`src/rvIsaPkg.sv`:
```
package rvIsaPkg;

    // -------------------------------------------------------------------------
    // widths
    // -------------------------------------------------------------------------
    localparam int XLEN       = 32;
    localparam int REG_ADDR_W = 5;

    // instruction field positions
    localparam int OPCODE_LSB   = 0;
    localparam int OPCODE_W     = 7;
    localparam int RD_LSB       = 7;
    localparam int FUNCT3_LSB   = 12;
    localparam int FUNCT3_W     = 3;
    localparam int RS1_LSB      = 15;
    localparam int RS2_LSB      = 20;
    localparam int FUNCT7_SUB_BIT = 30;  // picks sub over add in R-type

    // -------------------------------------------------------------------------
    // encodings
    // -------------------------------------------------------------------------
    // major opcodes, RV32I values
    typedef enum logic [OPCODE_W-1:0] {
        OPC_OP     = 7'b0110011,
        OPC_OP_IMM = 7'b0010011,
        OPC_LOAD   = 7'b0000011,
        OPC_STORE  = 7'b0100011,
        OPC_BRANCH = 7'b1100011,
        OPC_JAL    = 7'b1101111
    } opcodeE;

    typedef enum logic [2:0] {
        ALU_ADD,
        ALU_SUB,
        ALU_AND,
        ALU_OR,
        ALU_XOR,
        ALU_SLT,
        ALU_SLL,
        ALU_SRL
    } aluOpE;

    typedef enum logic [1:0] {
        IMM_I,
        IMM_S,
        IMM_B,
        IMM_J
    } immFmtE;

endpackage

```
`src/pipePkg.sv`:
```
package pipePkg;

    localparam int DMEM_WORDS  = 64;
    localparam int DMEM_ADDR_W = $clog2(DMEM_WORDS);

    // writeback sources
    typedef enum logic [1:0] {
        RES_ALU,
        RES_MEM,
        RES_PC4
    } resultSelE;

    // operand sources in execute
    typedef enum logic [1:0] {
        FWD_REG,
        FWD_MEM,
        FWD_WB
    } fwdSelE;

    // -------------------------------------------------------------------------
    // stage payloads
    // -------------------------------------------------------------------------
    typedef struct packed {
        logic              regWrite;   // never set for rd = x0
        logic              memWrite;
        logic              memRead;
        logic              branch;
        logic              jump;
        logic              branchNe;
        logic              aluSrcImm;
        rvIsaPkg::aluOpE   aluOp;
        resultSelE         resultSel;
    } ctrlT;

    typedef struct packed {
        logic                              valid;
        logic [rvIsaPkg::XLEN-1:0]         pc;
        ctrlT                              ctrl;
        logic [rvIsaPkg::REG_ADDR_W-1:0]   rs1;
        logic [rvIsaPkg::REG_ADDR_W-1:0]   rs2;
        logic [rvIsaPkg::REG_ADDR_W-1:0]   rd;
        logic [rvIsaPkg::XLEN-1:0]         rs1Val;
        logic [rvIsaPkg::XLEN-1:0]         rs2Val;
        logic [rvIsaPkg::XLEN-1:0]         imm;
    } deStageT;

    typedef struct packed {
        logic                              valid;
        logic [rvIsaPkg::XLEN-1:0]         pc;
        ctrlT                              ctrl;
        logic [rvIsaPkg::REG_ADDR_W-1:0]   rd;
        logic [rvIsaPkg::XLEN-1:0]         aluRes;     // pc + 4 for jal
        logic [rvIsaPkg::XLEN-1:0]         storeData;
    } emStageT;

endpackage

```
`src/bypassIf.sv`:
```
`timescale 1ns/10ps

interface bypassIf;

    // memory stage result
    logic                              memValid;
    logic [rvIsaPkg::REG_ADDR_W-1:0]   memRd;
    logic [rvIsaPkg::XLEN-1:0]         memData;

    // writeback stage result, also the register file write port
    logic                              wbValid;
    logic [rvIsaPkg::REG_ADDR_W-1:0]   wbRd;
    logic [rvIsaPkg::XLEN-1:0]         wbData;

    modport source (
        output memValid, memRd, memData,
        output wbValid, wbRd, wbData
    );

    modport forward (
        input memValid, memRd, memData,
        input wbValid, wbRd, wbData
    );

    modport regWrite (
        input wbValid, wbRd, wbData
    );

endinterface

```
`src/decodeStage.sv`:
```
`timescale 1ns/10ps

module decodeStage (
    input  logic                         clk,
    input  logic                         rstn_i,
    input  logic                         instrValid_i,
    input  logic [rvIsaPkg::XLEN-1:0]    instr_i,
    input  logic [rvIsaPkg::XLEN-1:0]    pc_i,
    input  logic                         flush_i,
    bypassIf.regWrite                    wb,
    output pipePkg::deStageT             de_o
);

    logic [rvIsaPkg::XLEN-1:0]        regs [32];
    rvIsaPkg::opcodeE                 opcode;
    logic [rvIsaPkg::FUNCT3_W-1:0]    funct3;
    logic [rvIsaPkg::REG_ADDR_W-1:0]  rs1, rs2, rd;
    logic [rvIsaPkg::XLEN-1:0]        rs1Val, rs2Val, imm;
    rvIsaPkg::immFmtE                 immFmt;
    rvIsaPkg::aluOpE                  aluFn;
    logic                             fnKnown;
    logic                             known;
    pipePkg::ctrlT                    ctrl;

    assign opcode = rvIsaPkg::opcodeE'(instr_i[rvIsaPkg::OPCODE_LSB +: rvIsaPkg::OPCODE_W]);
    assign funct3 = instr_i[rvIsaPkg::FUNCT3_LSB +: rvIsaPkg::FUNCT3_W];
    assign rs1    = instr_i[rvIsaPkg::RS1_LSB +: rvIsaPkg::REG_ADDR_W];
    assign rs2    = instr_i[rvIsaPkg::RS2_LSB +: rvIsaPkg::REG_ADDR_W];
    assign rd     = instr_i[rvIsaPkg::RD_LSB +: rvIsaPkg::REG_ADDR_W];

    // -------------------------------------------------------------------------
    // control decode
    // -------------------------------------------------------------------------
    always_comb begin
        aluFn   = rvIsaPkg::ALU_ADD;
        fnKnown = 1'b1;
        case (funct3)
            3'b000:  aluFn = rvIsaPkg::ALU_ADD;
            3'b001:  aluFn = rvIsaPkg::ALU_SLL;
            3'b010:  aluFn = rvIsaPkg::ALU_SLT;
            3'b100:  aluFn = rvIsaPkg::ALU_XOR;
            3'b101:  aluFn = rvIsaPkg::ALU_SRL;
            3'b110:  aluFn = rvIsaPkg::ALU_OR;
            3'b111:  aluFn = rvIsaPkg::ALU_AND;
            default: fnKnown = 1'b0;  // sltu
        endcase
    end

    always_comb begin
        ctrl   = '0;
        immFmt = rvIsaPkg::IMM_I;
        known  = 1'b1;
        case (opcode)
            rvIsaPkg::OPC_OP: begin
                ctrl.regWrite = 1'b1;
                ctrl.aluOp    = (funct3 == 3'b000 && instr_i[rvIsaPkg::FUNCT7_SUB_BIT])
                                ? rvIsaPkg::ALU_SUB : aluFn;
                known         = fnKnown;
            end
            rvIsaPkg::OPC_OP_IMM: begin
                ctrl.regWrite  = 1'b1;
                ctrl.aluSrcImm = 1'b1;
                ctrl.aluOp     = aluFn;
                known          = fnKnown;
            end
            rvIsaPkg::OPC_LOAD: begin
                ctrl.regWrite  = 1'b1;
                ctrl.memRead   = 1'b1;
                ctrl.aluSrcImm = 1'b1;
                ctrl.resultSel = pipePkg::RES_MEM;
                known          = (funct3 == 3'b010);  // lw only
            end
            rvIsaPkg::OPC_STORE: begin
                ctrl.memWrite  = 1'b1;
                ctrl.aluSrcImm = 1'b1;
                immFmt         = rvIsaPkg::IMM_S;
                known          = (funct3 == 3'b010);  // sw only
            end
            rvIsaPkg::OPC_BRANCH: begin
                ctrl.branch   = 1'b1;
                ctrl.branchNe = funct3[0];
                ctrl.aluOp    = rvIsaPkg::ALU_SUB;    // zero flag compares
                immFmt        = rvIsaPkg::IMM_B;
                known         = (funct3[2:1] == 2'b00);
            end
            rvIsaPkg::OPC_JAL: begin
                ctrl.regWrite  = 1'b1;
                ctrl.jump      = 1'b1;
                ctrl.resultSel = pipePkg::RES_PC4;
                immFmt         = rvIsaPkg::IMM_J;
            end
            default: known = 1'b0;
        endcase
        ctrl.regWrite = ctrl.regWrite && (rd != '0);  // x0 writes dropped here
    end

    always_comb begin
        case (immFmt)
            rvIsaPkg::IMM_S: imm = {{20{instr_i[31]}}, instr_i[31:25], instr_i[11:7]};
            rvIsaPkg::IMM_B: imm = {{19{instr_i[31]}}, instr_i[31], instr_i[7],
                                    instr_i[30:25], instr_i[11:8], 1'b0};
            rvIsaPkg::IMM_J: imm = {{11{instr_i[31]}}, instr_i[31], instr_i[19:12],
                                    instr_i[20], instr_i[30:21], 1'b0};
            default:         imm = {{20{instr_i[31]}}, instr_i[31:20]};
        endcase
    end

    // -------------------------------------------------------------------------
    // register file, write-first reads
    // -------------------------------------------------------------------------
    always_ff @(posedge clk or negedge rstn_i) begin
        if (!rstn_i) begin
            for (int i = 0; i < 32; i++) begin
                regs[i] <= '0;
            end
        end else if (wb.wbValid) begin
            regs[wb.wbRd] <= wb.wbData;
        end
    end

    assign rs1Val = (rs1 == '0) ? '0 :
                    (wb.wbValid && wb.wbRd == rs1) ? wb.wbData : regs[rs1];
    assign rs2Val = (rs2 == '0) ? '0 :
                    (wb.wbValid && wb.wbRd == rs2) ? wb.wbData : regs[rs2];

    // decode/execute register
    always_ff @(posedge clk or negedge rstn_i) begin
        if (!rstn_i) begin
            de_o <= '0;
        end else begin
            de_o.valid  <= instrValid_i && known && !flush_i;
            de_o.pc     <= pc_i;
            de_o.ctrl   <= ctrl;
            de_o.rs1    <= rs1;
            de_o.rs2    <= rs2;
            de_o.rd     <= rd;
            de_o.rs1Val <= rs1Val;
            de_o.rs2Val <= rs2Val;
            de_o.imm    <= imm;
        end
    end

    // x0 holds zero whatever the writeback side presents
    x0StaysZero: assert property (@(posedge clk) disable iff (!rstn_i)
        (wb.wbRd == '0) |=> (regs[0] == '0));

endmodule

```
`src/flat_wrapper.sv`:
```
// flat-port wrapper written by rule: the top's interface ports become plain ports
module decodeStage_flat 
  (clk, rstn_i, instrValid_i, instr_i, pc_i, flush_i, de_o, wb_wbValid, wb_wbRd, wb_wbData);
  bypassIf wb_i ();
  input  logic clk;
  input  logic rstn_i;
  input  logic instrValid_i;
  input  logic [rvIsaPkg::XLEN-1:0] instr_i;
  input  logic [rvIsaPkg::XLEN-1:0] pc_i;
  input  logic flush_i;
  output pipePkg::deStageT de_o;
  input wire logic [$bits(wb_i.wbValid)-1:0] wb_wbValid;
  input wire logic [$bits(wb_i.wbRd)-1:0] wb_wbRd;
  input wire logic [$bits(wb_i.wbData)-1:0] wb_wbData;
  assign wb_i.wbValid = wb_wbValid;
  assign wb_i.wbRd = wb_wbRd;
  assign wb_i.wbData = wb_wbData;
  decodeStage u_core (.clk(clk), .rstn_i(rstn_i), .instrValid_i(instrValid_i), .instr_i(instr_i), .pc_i(pc_i), .flush_i(flush_i), .wb(wb_i), .de_o(de_o));
endmodule
```
`config.mk`:
```
export PLATFORM = sky130hd
export DESIGN_NAME = decodeStage_flat
export DESIGN_NICKNAME = d
export VERILOG_FILES = /design/src/rvIsaPkg.sv /design/src/pipePkg.sv /design/src/bypassIf.sv /design/src/decodeStage.sv /design/src/flat_wrapper.sv
export SDC_FILE = /design/constraint.sdc
export NUM_CORES = 2
export LEC_CHECK = 0
export BUFFER_PORTS_ARGS = -buffer_cell sky130_fd_sc_hd__buf_2
export CAP_MARGIN = 20
export CELL_PAD_IN_SITES_DETAIL_PLACEMENT = 2
export CELL_PAD_IN_SITES_GLOBAL_PLACEMENT = 2
export CORE_ASPECT_RATIO = 1.5
export CORE_UTILIZATION = 35
export CTS_BUF_LIST = sky130_fd_sc_hd__clkbuf_4 sky130_fd_sc_hd__clkbuf_8
export CTS_CLUSTER_DIAMETER = 120
export DETAILED_ROUTE_END_ITERATION = 6
export PLACE_DENSITY = 0.7
export SYNTH_ARGS = -nofsm -noshare
export SYNTH_HDL_FRONTEND = slang
export SYNTH_SLANG_ARGS = --single-unit
```
`constraint.sdc`:
```
create_clock -name clk -period 4 [get_ports clk]
set_input_delay 0.2 -clock clk [delete_from_list [all_inputs] [get_ports clk]]
set_output_delay 0.2 -clock clk [all_outputs]
set_load 0.03 [all_outputs]
```
# ---- Word level (Yosys, flattened, before mapping)
# Index checks and enable logic that the tools add are counted.
dict set report word_totals {
  wordCells 119
  input_bits 106
  output_inout_bits 156
  reg_bits 1169
}
dict set report op_classes {
  bitwise 3
  n_reduce_logical 18
  n_mux 28
  eq_ne 17
  magnitude_cmp 4
}
# cell count
set ops {}
lappend ops {{$bwmux 1024} 1}
lappend ops {{$bmux 32 s5} 2}
lappend ops {{$mux 32} 9}
lappend ops {{$demux 32 s5} 1}
lappend ops {{$pmux 20 s3} 1}
lappend ops {{$ge 6x6->1 const B} 3}
lappend ops {{$not 5->6} 3}
lappend ops {{$pmux 3 s6} 1}
lappend ops {{$eq 7x6->1 const B} 2}
lappend ops {{$eq 7x7->1 const B} 2}
lappend ops {{$eq 3x3->1 const B} 4}
lappend ops {{$eq 5x5->1} 2}
lappend ops {{$logic_not 5->1} 2}
lappend ops {{$pmux 3 s3} 1}
lappend ops {{$mux 1} 8}
lappend ops {{$eq 7x2->1 const B} 1}
lappend ops {{$eq 7x5->1 const B} 1}
lappend ops {{$logic_and 1x1->1} 7}
lappend ops {{$reduce_or 7->1} 1}
lappend ops {{$lt 6x1->1 const B} 1}
lappend ops {{$pmux 2 s3} 1}
lappend ops {{$reduce_bool 5->1} 1}
lappend ops {{$eq 2x2->1 const B} 2}
lappend ops {{$pmux 1 s4} 1}
lappend ops {{11 further kinds} 12}

# ---- Logic depth before layout (Yosys ltp)
dict set report depth {
  word_depth 6
  ltp_mapped 10
  mapped_depth_nobuf 5
}

# ---- Worst setup path before layout
# Ideal clock, no wire load.
dict set report synth_path {
  path_kind {input-to-reg}
  from {input instr_i[16] (netlist bit)}
  to {register u_core.de_o[71] (netlist name)}
  t_required_ns 3.872
  setup_slack_ns 2.128
  arrival_ns 1.743
  stages 6
  setup_ns 0.128
  cell_sequence {buf_4 -> buf_4 -> clkbuf_1 -> mux4_2 -> mux4_2 -> o2bb2ai_1}
}
dict set report synth_via {
  elab_chain_cells 6
  elab_cells_between_ends 9
  cone_classes {eq/ne (1); mux (5); bitwise (1); reduce/logical (2)}
}
# item line
set synth_rtl {}
lappend synth_rtl {{from (decl)} flat_wrapper.sv:8} ;# input logic [rvIsaPkg::XLEN-1:0] instr_i;
lappend synth_rtl {{$not 5->6 (implied by the code)} decodeStage.sv:122} ;# (wb.wbValid && wb.wbRd == rs1) ? wb.wbData : regs[rs1];
lappend synth_rtl {{$bmux 32 s5} decodeStage.sv:122}
lappend synth_rtl {{$mux 32 (implied by the code) (2 in series)} decodeStage.sv:122}
lappend synth_rtl {{$mux 32} decodeStage.sv:122}
lappend synth_rtl {{$mux 32 (*)} decodeStage.sv:121} ;# assign rs1Val = (rs1 == '0) ? '0 :
lappend synth_rtl {{named net u_core.rs1Val (one bit)} decodeStage.sv:18} ;# logic [rvIsaPkg::XLEN-1:0] rs1Val, rs2Val, imm;
# The timed path passes the listed nets; every way through them passes the cells marked *. The select of a mux whose other input is x is not followed.
# A chain may end at the register's enable or synchronous reset.

# ---- Worst setup path in the final report
dict set report layout_path {
  from {input instr_i[19] (netlist bit)}
  to {register u_core.de_o[66] (netlist name)}
}
dict set report layout_via {
  elab_chain_cells 6
  elab_cells_between_ends 9
  cone_classes {eq/ne (1); mux (5); bitwise (1); reduce/logical (2)}
}
# item line
set layout_rtl {}
lappend layout_rtl {{$not 5->6 (implied by the code)} decodeStage.sv:122}
lappend layout_rtl {{$bmux 32 s5} decodeStage.sv:122}
lappend layout_rtl {{$mux 32 (implied by the code) (2 in series)} decodeStage.sv:122}
lappend layout_rtl {{$mux 32} decodeStage.sv:122}
lappend layout_rtl {{$mux 32 (*)} decodeStage.sv:121}
lappend layout_rtl {{named net u_core.rs1Val (one bit)} decodeStage.sv:18}
# Marked as above.

==> results.md <==
- Clock network fraction of total power: between 30% and 40%
- Total power: ~35 mW
- Initial antenna violation count: 12
- Worst Clk Skew: between 40 and 50 ps
- Post-Route Utilization: roughly two fifths
- Avg Inst Size Synth: around 15 µm²
- HP Class: input port to flop
- Layout area overhead: 16.28%
- DP Worst Slack: roughly 790 ps
- Comb pwr share: between 20% and 30%
- Clock tree root driver cell: clkbuf_8
- # nets final: between 4000 and 5000
- DR pass1 iterations: 5
- Mapped Nets: 4121
- Fin crit period: ~3000 ps
- WL/cell: between 30 and 40 µm
- Cell area after synthesis: ~0.06 mm²
- Clock latency at the later pin of the worst-skew pair: between 900 and 1000 ps
- Vias in the first global route: between 40000 and 50000
- Final setup margin: about 1100 ps
- Post-synth EDFFs: 0
- Row count: 185
- Die X: 339.3 µm
- Setup_tns: 0 ps
- Slew HR: around 16%
- Most frequent cells in the layout: dfrtp_1, mux2_2, mux4_2, buf_2, clkbuf_8
- CP Launch Type: input port
- Worst Path Max Fanout: 31
- Core footprint: between 0.15 and 0.2 mm²
- Fill cells: 16570
- Initial core utilization: around a third
- Req. time, crit path: 4840 ps
- FFs w/ async S/R, synth: 100.0%
- Post-DRT Antenna Nets: 0
- CP endpoint kind: flop
- YS warnings: 0
- Worst slew pin tran: around 1200 ps
- Port-buffer cells: roughly 260
- Mapped Cells: ~4000
- Kind of critical path: input port to flop
- H-tree Lvls: 4
- Die H: ~500 µm
- Die area: 0.1723 mm²
- Placer Congestion: approximately 0.83
- Seq pwr share: approximately 46%
- Area leader, netlist: dfrtp_1
- Most common cell after layout, fill and taps aside: dfrtp_1
- Highest Clock Rate: about 340 MHz
- Slew Limit Fails: 0
- Iteration-0 DRC Markers: 2888
- Internal Dissipation: 24.32 mW
- CTS tree: done
- MaxCap Viol Count: 0
- Fin Hold WS: between 100 and 150 ps
- GR Util All Layers: 27.54%
- Worst-case vdd ir drop: 0.0002518 V
- Static leakage: 30.33 nW
- Layout cells sized above 1: between 50% and 60%
- Setup-failing EPs final: 0
- CTS max path bufs: 3
- Clk sink count: 1168
- RSZ-0062 raised after global routing: false
- Yosys reg bits: 1168
- I/O pin total: roughly 260
- Vias: 41010
- Reg2reg setup slack: between 1500 and 2000 ps
- Num CTS Buffers: 190
- Pin count of the biggest net entering global routing: around 150
- Area contributors post-synth: dfrtp_1, mux2_2, mux4_2
- Post CTS Setup Buffer Count: 0
- Top_reg_cell synth: dfrtp_1
- CP arrival: ~3800 ps
- Final wirelength: between 200000 and 250000 µm
- First-pass GRT wire length: around 340000 µm
- Synth cell types: between 60 and 70
- Switching share of power: between 20% and 30%
- Register area share after synthesis: approximately 49%
- Endpoints failing hold: 0
- Global route overflow: 0
- Power Dens Cells: a little under 500 mW/mm²
- Synth top area share: between 40% and 50%
- Post-DP HPWL: about 150000 µm
- Post-route DRC: 0
- Status: completed
- CTS clk-pin slew, worst paths: approximately 60 ps
- Vias per cell: a little over 6
- NetSw: about 10 mW
- Fin crit share: 73.27%
## critical path, cell delays in order
cell and delay (ps):
dlygate4sd3_1 540, buf_4 550, buf_4 500, inv_1 230, nand2_1 820, buf_4 290
o22ai_1 100, o22a_1 280, a21oi_1 200
## final timing paths
kind | startpoint | to | cells after the start
worst min-delay path | instr_i[8] | u_core.de_o[1]$_DFF_PN0_ | 3
worst min register to register | u_core.regs[567]$_DFFE_PN0P_ | u_core.regs[567]$_DFFE_PN0P_ | 1
worst max-delay path | instr_i[19] | u_core.de_o[66]$_DFF_PN0_ | 9
max in group asynchronous | rstn_i | u_core.regs[539]$_DFFE_PN0P_ | 4
min in group asynchronous | rstn_i | u_core.de_o[124]$_DFF_PN0_ | 4
worst max register to register | u_core.regs[277]$_DFFE_PN0P_ | u_core.de_o[53]$_DFF_PN0_ | 5
## sequential cells by signal, indices dropped and copies added, names as in the netlist
| name | count |
|---|---|
| u_core.regs | 1024 |
| u_core.de_o | 144 |
## synth_stat cells (26+ instances only)
| library cell | count |
|---|---|
| dfrtp_1 | 1168 |
| mux2_2 | 1143 |
| mux4_2 | 411 |
| mux2i_1 | 171 |
| clkbuf_1 | 164 |
| buf_2 | 109 |
| o22ai_1 | 81 |
| o21ai_0 | 75 |
| nor2_1 | 72 |
| buf_1 | 58 |
| nand2_1 | 48 |
| nor3_1 | 47 |
| a21oi_1 | 44 |
| a22oi_1 | 44 |
| buf_4 | 43 |
| a221oi_1 | 41 |
| buf_6 | 26 |
## power groups by stage
stage	Combinational [mW]	Sequential [mW]	Clock [mW]
2_1_floorplan	4.88	15.5	0
3_3_place_gp	6.84	15.7	0
3_5_place_dp	7.09	15.9	0
4_1_cts	7.26	15.7	11.8
5_1_grt	7.66	16.0	12.2
6_report	7.22	15.8	11.5
## repair_timing
action / in CTS / in global routing
resized for setup: 0 / 0
hold buffers: 155 / 0
hold endpoints to repair: 2037 / 0
## routing by layer
metal  vias up  GRT usage [%]  part of all wire, %
met5         -              0                0.023
met3       654          4.656                  5.0
met4         8          15.78                  6.3
met1     22670          32.84                   38
met2      1473          46.96                   50
li1      16200              -                    -
## kinds of logic after synthesis
logic type / after synthesis / synth area share, %
muxes: 1725 / 39.91
DFF: 1168 / 48.94
AOI/OAI and AO/OA: 430 / 5.013
buffers and inverters: 426 / 3.859
and+or+nand+nor: 255 / 2.114
xor gates and xnor gates: 11 / 0.1613
## cell type report
type	instances	area (µm²)	share of cell area [%]
multi-input combinational	2421	28400	40.90
antenna	7	17.52	0.02522
timing repair buffer	605	4811	6.927
inverter	8	30.03	0.04324
clock inverter	33	294.0	0.4234
sequential	1168	29230	42.08
tap	2244	2808	4.043
clock buffer	309	3859	5.556
## stage by stage
stage               instances  instance area (µm²)
CTS                      6788                69430
finish                   6795                69450
detailed placement       6291                63710
global placement         6290                63710
global route             6791                69440
floorplan                4015                59720
Note: power is estimated with default switching activity, not from simulation.
