[config.mk]
export PLATFORM = sky130hd
export DESIGN_NAME = executeStage_flat
export DESIGN_NICKNAME = d
export VERILOG_FILES = /design/src/rvIsaPkg.sv /design/src/pipePkg.sv /design/src/bypassIf.sv /design/src/executeStage.sv /design/src/flat_wrapper.sv
export SDC_FILE = /design/constraint.sdc
export NUM_CORES = 1
export LEC_CHECK = 0
export BUFFER_PORTS_ARGS = -buffer_cell sky130_fd_sc_hd__buf_2
export CELL_PAD_IN_SITES_DETAIL_PLACEMENT = 0
export CELL_PAD_IN_SITES_GLOBAL_PLACEMENT = 1
export CORE_MARGIN = 2
export CORE_UTILIZATION = 40
export CTS_CLUSTER_DIAMETER = 60
export DETAILED_ROUTE_END_ITERATION = 6
export HOLD_SLACK_MARGIN = 0.08
export PLACE_DENSITY_LB_ADDON = 0.3
export SLEW_MARGIN = 20
export SYNTH_ARGS = -nofsm -noshare
export SYNTH_HDL_FRONTEND = slang
export SYNTH_SLANG_ARGS = --single-unit
export TNS_END_PERCENT = 10
[constraint.sdc]
create_clock -name clk -period 6.1 [get_ports clk]
set_input_delay 0 -clock clk [delete_from_list [all_inputs] [get_ports clk]]
set_output_delay 0 -clock clk [all_outputs]
set_load 0.02 [all_outputs]
[src/rvIsaPkg.sv]
package rvIsaPkg;

    // -------------------------------------------------------------------------
    // widths
    // -------------------------------------------------------------------------
    localparam int XLEN       = 32;
    localparam int REG_ADDR_W = 5;

    // instruction field positions
    localparam int OPCODE_LSB   = 0;
    localparam int OPCODE_W     = 7;
    localparam int RD_LSB       = 7;
    localparam int FUNCT3_LSB   = 12;
    localparam int FUNCT3_W     = 3;
    localparam int RS1_LSB      = 15;
    localparam int RS2_LSB      = 20;
    localparam int FUNCT7_SUB_BIT = 30;  // picks sub over add in R-type

    // -------------------------------------------------------------------------
    // encodings
    // -------------------------------------------------------------------------
    // major opcodes, RV32I values
    typedef enum logic [OPCODE_W-1:0] {
        OPC_OP     = 7'b0110011,
        OPC_OP_IMM = 7'b0010011,
        OPC_LOAD   = 7'b0000011,
        OPC_STORE  = 7'b0100011,
        OPC_BRANCH = 7'b1100011,
        OPC_JAL    = 7'b1101111
    } opcodeE;

    typedef enum logic [2:0] {
        ALU_ADD,
        ALU_SUB,
        ALU_AND,
        ALU_OR,
        ALU_XOR,
        ALU_SLT,
        ALU_SLL,
        ALU_SRL
    } aluOpE;

    typedef enum logic [1:0] {
        IMM_I,
        IMM_S,
        IMM_B,
        IMM_J
    } immFmtE;

endpackage

[src/pipePkg.sv]
package pipePkg;

    localparam int DMEM_WORDS  = 64;
    localparam int DMEM_ADDR_W = $clog2(DMEM_WORDS);

    // writeback sources
    typedef enum logic [1:0] {
        RES_ALU,
        RES_MEM,
        RES_PC4
    } resultSelE;

    // operand sources in execute
    typedef enum logic [1:0] {
        FWD_REG,
        FWD_MEM,
        FWD_WB
    } fwdSelE;

    // -------------------------------------------------------------------------
    // stage payloads
    // -------------------------------------------------------------------------
    typedef struct packed {
        logic              regWrite;   // never set for rd = x0
        logic              memWrite;
        logic              memRead;
        logic              branch;
        logic              jump;
        logic              branchNe;
        logic              aluSrcImm;
        rvIsaPkg::aluOpE   aluOp;
        resultSelE         resultSel;
    } ctrlT;

    typedef struct packed {
        logic                              valid;
        logic [rvIsaPkg::XLEN-1:0]         pc;
        ctrlT                              ctrl;
        logic [rvIsaPkg::REG_ADDR_W-1:0]   rs1;
        logic [rvIsaPkg::REG_ADDR_W-1:0]   rs2;
        logic [rvIsaPkg::REG_ADDR_W-1:0]   rd;
        logic [rvIsaPkg::XLEN-1:0]         rs1Val;
        logic [rvIsaPkg::XLEN-1:0]         rs2Val;
        logic [rvIsaPkg::XLEN-1:0]         imm;
    } deStageT;

    typedef struct packed {
        logic                              valid;
        logic [rvIsaPkg::XLEN-1:0]         pc;
        ctrlT                              ctrl;
        logic [rvIsaPkg::REG_ADDR_W-1:0]   rd;
        logic [rvIsaPkg::XLEN-1:0]         aluRes;     // pc + 4 for jal
        logic [rvIsaPkg::XLEN-1:0]         storeData;
    } emStageT;

endpackage

[src/bypassIf.sv]
`timescale 1ns/10ps

interface bypassIf;

    // memory stage result
    logic                              memValid;
    logic [rvIsaPkg::REG_ADDR_W-1:0]   memRd;
    logic [rvIsaPkg::XLEN-1:0]         memData;

    // writeback stage result, also the register file write port
    logic                              wbValid;
    logic [rvIsaPkg::REG_ADDR_W-1:0]   wbRd;
    logic [rvIsaPkg::XLEN-1:0]         wbData;

    modport source (
        output memValid, memRd, memData,
        output wbValid, wbRd, wbData
    );

    modport forward (
        input memValid, memRd, memData,
        input wbValid, wbRd, wbData
    );

    modport regWrite (
        input wbValid, wbRd, wbData
    );

endinterface

[src/executeStage.sv]
`timescale 1ns/10ps

module executeStage (
    input  logic                         clk,
    input  logic                         rstn_i,
    input  pipePkg::deStageT             de_i,
    bypassIf.forward                     fwd,
    output logic                         flush_o,
    output logic [rvIsaPkg::XLEN-1:0]    redirectPc_o,
    output pipePkg::emStageT             em_o
);

    pipePkg::fwdSelE              sel1, sel2;
    logic [rvIsaPkg::XLEN-1:0]    srcA, rs2Fwd, srcB;
    logic [rvIsaPkg::XLEN-1:0]    aluRes, pcPlus4;
    logic                         zero;

    // memory stage wins over writeback as the younger value
    function automatic pipePkg::fwdSelE pickFwd(
        input logic [rvIsaPkg::REG_ADDR_W-1:0] rs,
        input logic                            memValid,
        input logic [rvIsaPkg::REG_ADDR_W-1:0] memRd,
        input logic                            wbValid,
        input logic [rvIsaPkg::REG_ADDR_W-1:0] wbRd
    );
        if (memValid && memRd == rs) begin
            return pipePkg::FWD_MEM;
        end else if (wbValid && wbRd == rs) begin
            return pipePkg::FWD_WB;
        end
        return pipePkg::FWD_REG;
    endfunction

    assign sel1 = pickFwd(de_i.rs1, fwd.memValid, fwd.memRd, fwd.wbValid, fwd.wbRd);
    assign sel2 = pickFwd(de_i.rs2, fwd.memValid, fwd.memRd, fwd.wbValid, fwd.wbRd);

    // -------------------------------------------------------------------------
    // operand muxes and ALU
    // -------------------------------------------------------------------------
    always_comb begin
        case (sel1)
            pipePkg::FWD_MEM: srcA = fwd.memData;
            pipePkg::FWD_WB:  srcA = fwd.wbData;
            default:          srcA = de_i.rs1Val;
        endcase
        case (sel2)
            pipePkg::FWD_MEM: rs2Fwd = fwd.memData;
            pipePkg::FWD_WB:  rs2Fwd = fwd.wbData;
            default:          rs2Fwd = de_i.rs2Val;
        endcase
    end

    assign srcB = de_i.ctrl.aluSrcImm ? de_i.imm : rs2Fwd;

    always_comb begin
        case (de_i.ctrl.aluOp)
            rvIsaPkg::ALU_ADD: aluRes = srcA + srcB;
            rvIsaPkg::ALU_SUB: aluRes = srcA - srcB;
            rvIsaPkg::ALU_AND: aluRes = srcA & srcB;
            rvIsaPkg::ALU_OR:  aluRes = srcA | srcB;
            rvIsaPkg::ALU_XOR: aluRes = srcA ^ srcB;
            rvIsaPkg::ALU_SLT: aluRes = ($signed(srcA) < $signed(srcB))
                                        ? {{(rvIsaPkg::XLEN-1){1'b0}}, 1'b1} : '0;
            rvIsaPkg::ALU_SLL: aluRes = srcA << srcB[4:0];
            rvIsaPkg::ALU_SRL: aluRes = srcA >> srcB[4:0];
            default:           aluRes = '0;
        endcase
    end

    // -------------------------------------------------------------------------
    // branch decision and redirect
    // -------------------------------------------------------------------------
    assign zero    = (aluRes == '0);
    assign pcPlus4 = de_i.pc + rvIsaPkg::XLEN'(4);

    assign flush_o = de_i.valid &&
                     (de_i.ctrl.jump || (de_i.ctrl.branch && (zero ^ de_i.ctrl.branchNe)));
    assign redirectPc_o = de_i.pc + de_i.imm;  // same adder for branch and jal

    // execute/memory register
    always_ff @(posedge clk or negedge rstn_i) begin
        if (!rstn_i) begin
            em_o <= '0;
        end else begin
            em_o.valid     <= de_i.valid;
            em_o.pc        <= de_i.pc;
            em_o.ctrl      <= de_i.ctrl;
            em_o.rd        <= de_i.rd;
            em_o.aluRes    <= de_i.ctrl.jump ? pcPlus4 : aluRes;
            em_o.storeData <= rs2Fwd;
        end
    end

    // a redirect squashes the payload behind it
    flushSquashes: assert property (@(posedge clk) disable iff (!rstn_i)
        flush_o |=> !de_i.valid);

endmodule

[src/flat_wrapper.sv]
// flat-port wrapper written by rule: the top's interface ports become plain ports
module executeStage_flat 
  (clk, rstn_i, de_i, flush_o, redirectPc_o, em_o, fwd_memValid, fwd_memRd, fwd_memData, fwd_wbValid, fwd_wbRd, fwd_wbData);
  bypassIf fwd_i ();
  input  logic clk;
  input  logic rstn_i;
  input  pipePkg::deStageT de_i;
  output logic flush_o;
  output logic [rvIsaPkg::XLEN-1:0] redirectPc_o;
  output pipePkg::emStageT em_o;
  input wire logic [$bits(fwd_i.memValid)-1:0] fwd_memValid;
  input wire logic [$bits(fwd_i.memRd)-1:0] fwd_memRd;
  input wire logic [$bits(fwd_i.memData)-1:0] fwd_memData;
  input wire logic [$bits(fwd_i.wbValid)-1:0] fwd_wbValid;
  input wire logic [$bits(fwd_i.wbRd)-1:0] fwd_wbRd;
  input wire logic [$bits(fwd_i.wbData)-1:0] fwd_wbData;
  assign fwd_i.memValid = fwd_memValid;
  assign fwd_i.memRd = fwd_memRd;
  assign fwd_i.memData = fwd_memData;
  assign fwd_i.wbValid = fwd_wbValid;
  assign fwd_i.wbRd = fwd_wbRd;
  assign fwd_i.wbData = fwd_wbData;
  executeStage u_core (.clk(clk), .rstn_i(rstn_i), .de_i(de_i), .fwd(fwd_i), .flush_o(flush_o), .redirectPc_o(redirectPc_o), .em_o(em_o));
endmodule
=== After elaboration in Yosys (flattened, before gate mapping) ===
Cells that the tools add are included.

* Bits in read-only memories: 0
* Flip-flop bits (word level): 114
* Memories: 0
* Word-level logic and storage cells: 65
* RAM bits: 0
* Output and inout port bits: 147
* Bits in latches: 0

* Equality and inequality tests: 15
* Reduce and logical (&&, ||, !) cells: 9
* Add/sub/neg operators: 4
* Bitwise gates (word level): 4
* $lt $le $gt $ge: 1
* Shift-type cells: 2
* Multipliers: 0
* Multiplexer cells: 16
* Div/mod/pow operators: 0

{| class="wikitable"
|+ Operator list
! cell !! count
|-
| $pmux W32 S8 || 1
|-
| $pmux W32 S2 || 2
|-
| $add A32 B32 Y32 || 2
|-
| $mux W32 || 2
|-
| $add A32 B3 Y32 const B || 1
|-
| $and A32 B32 Y32 || 1
|-
| $logic_not A32 Y1 || 1
|-
| $lt A32 B32 Y1 || 1
|-
| $or A32 B32 Y32 || 1
|-
| $shl A32 B5 Y32 || 1
|-
| $shr A32 B5 Y32 || 1
|-
| $sub A32 B32 Y32 || 1
|-
| $xor A32 B32 Y32 || 1
|-
| $eq A5 B5 Y1 || 4
|-
| $eq A3 B3 Y1 const B || 4
|-
| $mux W2 || 6
|-
| $eq A3 B2 Y1 const B || 2
|-
| $logic_and A1 B1 Y1 || 6
|-
| $mux W1 || 5
|-
| $eq A2 B1 Y1 const B || 2
|-
| $eq A2 B2 Y1 const B || 2
|-
| $eq A3 B1 Y1 const B || 1
|-
| $logic_not A3 Y1 || 1
|-
| $logic_or A1 B1 Y1 || 1
|-
| $xor A1 B1 Y1 || 1
|}

=== Depth between registers and ports, before layout ===
Gate-level depths: netlist of run 1.

* Depth in word-level cells: 16
* Depth in mapped cells: 27
* Mapped depth without buffers: 24

=== Worst setup path before layout of run 1 ===
OpenSTA, ideal clock, no wires.

* Kind: input to output
* Start: input port de_i[105] (netlist name)
* End: output port flush_o
* Stages: 27
* Path slack: 0.554 ns
* Arrival: 5.546 ns
* Data required time: 6.100 ns
* Path through: xnor2_1 > nand4_2 > or2_1 > buf_2 > a311oi_2 > nor2_2 > clkinv_1 > buf_2 > buf_2 > buf_2 > buf_1 > ha_1 > or2_2 > o221ai_1 > a311oi_1 > a31oi_1 > a211oi_1 > a31oi_1 > o41ai_1 > o31a_1 > o31ai_1 > a311oi_1 > xor2_1 > o21ai_0 > nor4_2 > and3_1 > a221o_1

* Cells in the longest elaborated chain, start to end: 16
* Elaborated cells between the ends (all ways): 27
* Those cells by class: add/sub: 2; order compare: 1; eq/ne: 4; shift: 2; mux: 8; bitwise: 4; reduce/logical: 6

{| class="wikitable"
|+ Ends and longest elaborated chain
! what !! line !! source
|-
| start: declaration || flat_wrapper.sv:7 || <nowiki>input pipePkg::deStageT de_i;</nowiki>
|-
| $eq A5 B5 Y1 || executeStage.sv:28 || <nowiki>end else if (wbValid && wbRd == rs) begin</nowiki>
|-
| $logic_and A1 B1 Y1 || executeStage.sv:28 ||
|-
| $mux W1 || executeStage.sv:28 ||
|-
| $mux W1 || executeStage.sv:26 || <nowiki>if (memValid && memRd == rs) begin</nowiki>
|-
| $mux W2 (*) || executeStage.sv:31 || <nowiki>return pipePkg::FWD_REG;</nowiki>
|-
| $eq A2 B2 Y1 / $eq A2 B1 Y1 (equally long branches) || executeStage.sv:46 || <nowiki>case (sel2)</nowiki>
|-
| $pmux W32 S2 (*) || executeStage.sv:46 ||
|-
| $mux W32 (*) || executeStage.sv:53 || <nowiki>assign srcB = de_i.ctrl.aluSrcImm ? de_i.imm : rs2Fwd;</nowiki>
|-
| $lt A32 B32 Y1 || executeStage.sv:62 || <nowiki>rvIsaPkg::ALU_SLT: aluRes = ($signed(srcA) < $signed(srcB))</nowiki>
|-
| $mux W1 || executeStage.sv:63 || <nowiki>? {{(rvIsaPkg::XLEN-1){1'b0}}, 1'b1} : '0;</nowiki>
|-
| $pmux W32 S8 (*) || executeStage.sv:56 || <nowiki>case (de_i.ctrl.aluOp)</nowiki>
|-
| $logic_not A32 Y1 (*) || executeStage.sv:73 || <nowiki>assign zero = (aluRes == '0);</nowiki>
|-
| $xor A1 B1 Y1 (*) || executeStage.sv:77 || <nowiki>(de_i.ctrl.jump || (de_i.ctrl.branch && (zero ^ de_i.ctrl.branchNe)));</nowiki>
|-
| $logic_and A1 B1 Y1 (*) || executeStage.sv:77 ||
|-
| $logic_or A1 B1 Y1 (*) || executeStage.sv:77 ||
|-
| $logic_and A1 B1 Y1 (*) || executeStage.sv:76 || <nowiki>assign flush_o = de_i.valid &&</nowiki>
|-
| end: declaration || flat_wrapper.sv:8 || <nowiki>output logic flush_o;</nowiki>
|}

Every way passes the cells marked *; elsewhere a longest branch is shown, timed or not.

=== Final worst setup path of run 1 ===
* Start: input port de_i[104] (netlist name)
* End: output port flush_o

Same word-level chain as after synthesis.

==> flow_summary.yaml, run 1 <==
yosys:
  synth.avg_cell_area_sq_um: 7.26
  synthArstFlopShare: 1.00
  syn_inst: 2134
  synth.top_cell.area_share: 0.184
  yosysWarnings: 0
  netlist_area_sq_mm: 0.0155
  synth-edff-count: 0
  synth_nets: 2500
  synth.distinct_cells: 92
  synth_flop_cell: "dfrtp_1"
  yosysTopAreaCell: "dfrtp_1"
  synthTopCellsByArea: "dfrtp_1 18%, ha_1 10%, nand3_1 5.7%"
  seq_area_frac_synth: 0.184
  ys_ff_latch: 114
timing:
  max-slew-margin-rel: 0.187
  timing.setup.tns_ns: 0
  hold_viol: 0
  final.setup.worst_slack_ns: 0.114
  fin_crit_sh: 0.981
  setup_violations: 0
  grt_setup_unrepaired: "no"
  drv_slew: 0
  tightest_slew_ns: 1.21
  fmax_mhz: 167
  fin_crit_ns: 5.99
power:
  powerDensity_mw_per_mm2: 209
  p_leak_nw: 9.10
  irDropWorstVdd_mv: 0.205
  power_mw: 4.29
global_routing:
  grt_pass1_vias: 19700
  globalRouteOverflowTotal: 0
  antenna_found_initial: 8
  grt_pass1_wl_microns: 129000
  grt_usage: 0.426
  grt_max_degree: 78
clock_tree:
  clockBufferDepth: 2
  cts_tree: "yes"
  cts_num_sinks: 114
  clock_tree.root_cell: "clkbuf_16"
  cts.clk_slew.worst_paths_ns: 0.07
  cts_inserted_buffers: 17
  cts_max_level: 4
detailed_routing:
  drc: 0
  wire_per_inst_microns: 27.9
  route.vias.total: 20600
  drtIter0Drc: 2546
  ant_nets: 0
  first_pass_iters: 6
  vias_per_cell: 6.43
  wirelength_microns: 89300
floorplanning:
  fp.dieW_microns: 201
  core-area_sq_mm: 0.0385
  start_util: 0.402
  io_pins: 381
  die_h_microns: 201
  dieArea_sq_mm: 0.0403
  rows: 72
status:
  status: "complete, no violations"
setup_path:
  worst_setup_path_start_kind: "input pin"
  crit_required_ns: 6.10
  cp.arrival_ns: 5.99
  endpoint_kind: "primary output"
  cp_max_fo: 8
  crit_type: "in2out"
placement:
  hpwlAfterDp_microns: 71300
  place_ws_ns: 0.0244
  globalplace.congestion: 1.09
  port_buffers: 380
layout:
  final_common_cell: "buf_2"
  nNetsFinal: 3037
  syn2layout_area_growth_pct: 33.0
  top_register: "u_core.em_o"
  fin_util: 0.535
  n_fill_cell: 3777
  drive_above_1_share: 0.240
  layout_common_cells: "379 x buf_2, 186 x nand2_1, 177 x nand3_1"
  reg_top3: "u_core.em_o: 114 flops"
  largest_reg_flops: 114
min_path:
  hp-class: "in2reg"
run:
  drv_cap: 0
==> power breakdown <==
part           total [mW]  switching (mW)  internal [mW]
Clock                1.10           0.446          0.656
Sequential          0.842          0.0229          0.819
Combinational        2.35            1.52          0.829
Total                4.29            1.99           2.30
==> metrics by stage <==
stage,hold slack (ns),area [sq um],std cells
3_3_place_gp,0.111,18700,3054
2_1_floorplan,-0.296,15500,2134
6_report,0.110,20600,3205
4_1_cts,0.0848,20400,3197
5_1_grt,0.0939,20600,3205
3_5_place_dp,0.110,18700,3054
==> layout make-up <==
class,instances,area (sq um),area share
clock buffer,17,425,0.0207
antenna,3,7.51,0.000365
sequential,114,2850,0.139
inverter,102,385,0.0187
tap,518,648,0.0315
clock inverter,15,196,0.00954
timing repair buffer,659,4300,0.209
multi-input combinational,1777,11800,0.572
==> layer usage <==
layer | vias to the layer above | share of wire | GRT usage
met2 | 1434 | 0.44 | 0.665
met4 | 4 | 0.069 | 0.263
li1 | 9061 | - | -
met3 | 303 | 0.10 | 0.107
met1 | 9791 | 0.38 | 0.528
met5 | - | 0.00029 | 0
==> cell usage after synthesis, drive strengths merged, types with 21 or more instances <==
cell type  instances
clkbuf            94
o21ai            194
a21oi            153
a32oi             23
buf               47
xor2              26
nand2            187
nor2b             21
o211ai            53
xnor2             68
dfrtp            114
nand4             22
a211oi            22
nand3            177
nor3              71
o22ai             39
inv               99
nor2             156
mux2i             76
ha               129
a31oi             66
==> critical path, cell delays in order <==
cell       delay (ns)
buf_2            0.12
xnor2_1          0.25
and4_1           0.39
and3_4           0.26
o31a_1           0.18
nor2_2           0.05
inv_1            0.09
ha_1             0.17
inv_1            0.06
fa_1             0.49
a211oi_1         0.37
o21ai_1          0.22
buf_4            0.20
a221oi_1         0.35
nor2_1           0.10
nor3_1           0.19
nor3b_1          0.14
a2111oi_1        0.42
buf_4            0.23
nand3_1          0.08
nor4_1           0.29
buf_4            0.19
nand4_1          0.14
nor4_2           0.33
buf_4            0.17
nand2_1          0.04
a221o_1          0.29
buf_2            0.16
==> cells by family (layout without fill, tap and decap cells) <==
family                     after synthesis  count (layout)  synth area share
other                                    0               3                 0
buffers and inverters                  243             793            0.0635
and+or+nand+nor                        744             744             0.232
muxes                                   80              80            0.0528
xor gates and xnor gates                94              94            0.0532
DFF                                    114             114             0.184
AOI/OAI and AO/OA                      727             727             0.306
adders and majority gates              132             132             0.108
==> final timing paths <==
check,endpoint,depth (start not counted),slack [ns],start
worst max-delay path,flush_o,28,0.11,de_i[104]
worst min-delay path,u_core.em_o[1],3,0.11,fwd_wbData[1]
max in group asynchronous,u_core.em_o[12],3,4.59,rstn_i
min in group asynchronous,u_core.em_o[112],2,0.22,rstn_i
==> what timing repair did <==
action / in CTS / in global routing
resized for setup: 1 / 17
hold endpoints to repair: 177 / 0
hold buffers: 111 / 0
gates cloned: 0 / 0
buffers inserted: 0 / 5
pin swaps: 0 / 3
setup endpoints to repair: 1 / 1
Note: power is estimated with default switching activity, not from simulation.
==> inputs of run 2 (changes only) <==
==> constraint.sdc (replaced) <==
create_clock -name clk -period 6.1 [get_ports clk]
set_input_delay 0 -clock clk [delete_from_list [all_inputs] [get_ports clk]]
set_output_delay 0 -clock clk [all_outputs]
set_load 0.01 [all_outputs]
==> run 2 against run 1 <==
  * The flow now finishes with violations (DRC)
  * Clock-buffer cell count is the same
  * Power is essentially flat
  * Global-route usage grew 0.25 points
  * Highest routed layer unchanged
  * Critical path type unchanged
  * Maximum frequency grew 2.4%
  * Via count grew 1.4%
  * Combinational power shrank 2%
  * Die area is the same
  * Final area grew 0.93%
==> flow_summary.yaml, run 2 (synthesized netlist as in run 1, its figures left out) <==
timing:
  fin_crit_ns: 5.84
  tightest_slew_ns: 1.18
  hold_viol: 0
  drv_slew: 0
  timing.setup.tns_ns: 0
  max-slew-margin-rel: 0.212
  setup_violations: 0
  fmax_mhz: 171
  final.setup.worst_slack_ns: 0.256
  whs_ns: 0.0960
  fin_crit_sh: 0.958
setup_path:
  cp.arrival_ns: 5.84
  crit_type: "in2out"
  worst_setup_path_start_kind: "input pin"
  endpoint_kind: "primary output"
  crit_required_ns: 6.10
  cp_max_fo: 31
placement:
  globalplace.congestion: 1.06
  place_inst: 3069
  post_dp_cell_area_sq_mm: 0.0188
  port_buffers: 380
  place_ws_ns: 0.0720
  hpwlAfterDp_microns: 71600
global_routing:
  antenna_found_initial: 3
  grt_usage: 0.429
  grt_pass1_wl_microns: 129000
  globalRouteOverflowTotal: 0
  grt_max_degree: 79
  grt_pass1_vias: 19700
layout:
  nNetsFinal: 3054
  multi_input_area_sq_mm: 0.0118
  n_fill_cell: 3740
  top_register: "u_core.em_o"
  fin_cells: 3221
  largest_reg_flops: 114
  postLayoutCellArea_sq_mm: 0.0208
  drive_above_1_share: 0.246
  final_common_cell: "buf_2"
  fin_util: 0.540
  reg_top3: "u_core.em_o: 114 flops"
  layout_common_cells: "379 x buf_2, 186 x nand2_1, 177 x nand3_1, 177 x buf_4, 162 x o21ai_0"
  syn2layout_area_growth_pct: 34.2
  seqCellArea_sq_mm: 0.00285
min_path:
  hp-class: "in2async"
clock_tree:
  cts_tree: "yes"
  clockBufferDepth: 2
  cts_inserted_buffers: 17
  cts_max_level: 4
  cts_num_sinks: 114
  cts.clk_slew.worst_paths_ns: 0.06
  clock_tree.root_cell: "clkbuf_16"
status:
  violations: "DRC"
  status: "finished, violations left"
detailed_routing:
  vias_per_cell: 6.48
  drc: 1
  route.vias.total: 20900
  wire_per_inst_microns: 28.0
  drtIter0Drc: 2756
  ant_nets: 0
  first_pass_iters: 7
  wirelength_microns: 90100
floorplanning:
  core-area_sq_mm: 0.0385
  start_util: 0.402
  fp.dieW_microns: 201
  die_h_microns: 201
  dieArea_sq_mm: 0.0403
  rows: 72
  io_pins: 381
run:
  drv_cap: 0
power:
  powerDensity_mw_per_mm2: 206
  power_mw: 4.29
  p_leak_nw: 9.19
  irDropWorstVdd_mv: 0.198
run 2: worst paths after layout:
check,start,end,slack [ns],cells past startpoint
max in group asynchronous,rstn_i,u_core.em_o[3],4.59,3
worst max-delay path,fwd_memRd[3],flush_o,0.26,27
worst min-delay path,rstn_i,u_core.em_o[77],0.1,2
min in group clk,de_i[98],u_core.em_o[66],0.21,2
run 2: where the power goes:
part / switching [mW] / internal, mW
registers: 0.0234 / 0.819
clock network: 0.445 / 0.697
logic: 1.46 / 0.846
total: 1.93 / 2.36
run 2: critical path, stage by stage:
cell      delay, ns
buf_2          0.11
xnor2_1        0.29
nand4_1        0.18
buf_4          0.29
nor3_1         0.24
a31oi_1        0.15
buf_4          0.25
ha_1           0.22
or2_2          0.27
o221ai_1       0.31
a311oi_1       0.16
buf_4          0.16
a31oi_1        0.29
a211oi_2       0.16
a31oi_1        0.27
buf_4          0.17
o211ai_1       0.09
a221oi_1       0.32
xnor2_1        0.20
o21ai_0        0.18
nor4_2         0.34
nand4_1        0.20
nor4_2         0.33
buf_4          0.17
nand2_1        0.04
a221o_1        0.29
buf_2          0.14
run 2: layout make-up:
class,count,share of cell area
diodes,2,0.000241
clock buffers,17,0.0205
clock inverters,15,0.0106
inverters,102,0.0185
multi-input cells,1777,0.568
flip-flops and latches,114,0.137
well taps,518,0.0312
repair buffers,676,0.214
run 2: what timing repair did:
action	4_1_cts	5_1_grt
setup buffers	0	4
endpoints found under the setup margin	0	1
endpoints found under the hold margin	156	0
hold buffers	114	0
gates resized for setup	0	23
run 2: routing by layer:
| metal | routed length, microns | up-vias | GRT usage |
|---|---|---|---|
| met5 | 13 | - | 0 |
| met4 | 6510 | 2 | 0.267 |
| met3 | 9800 | 321 | 0.0990 |
| met2 | 38800 | 1533 | 0.654 |
| met1 | 34900 | 9950 | 0.548 |
| li1 | - | 9082 | - |
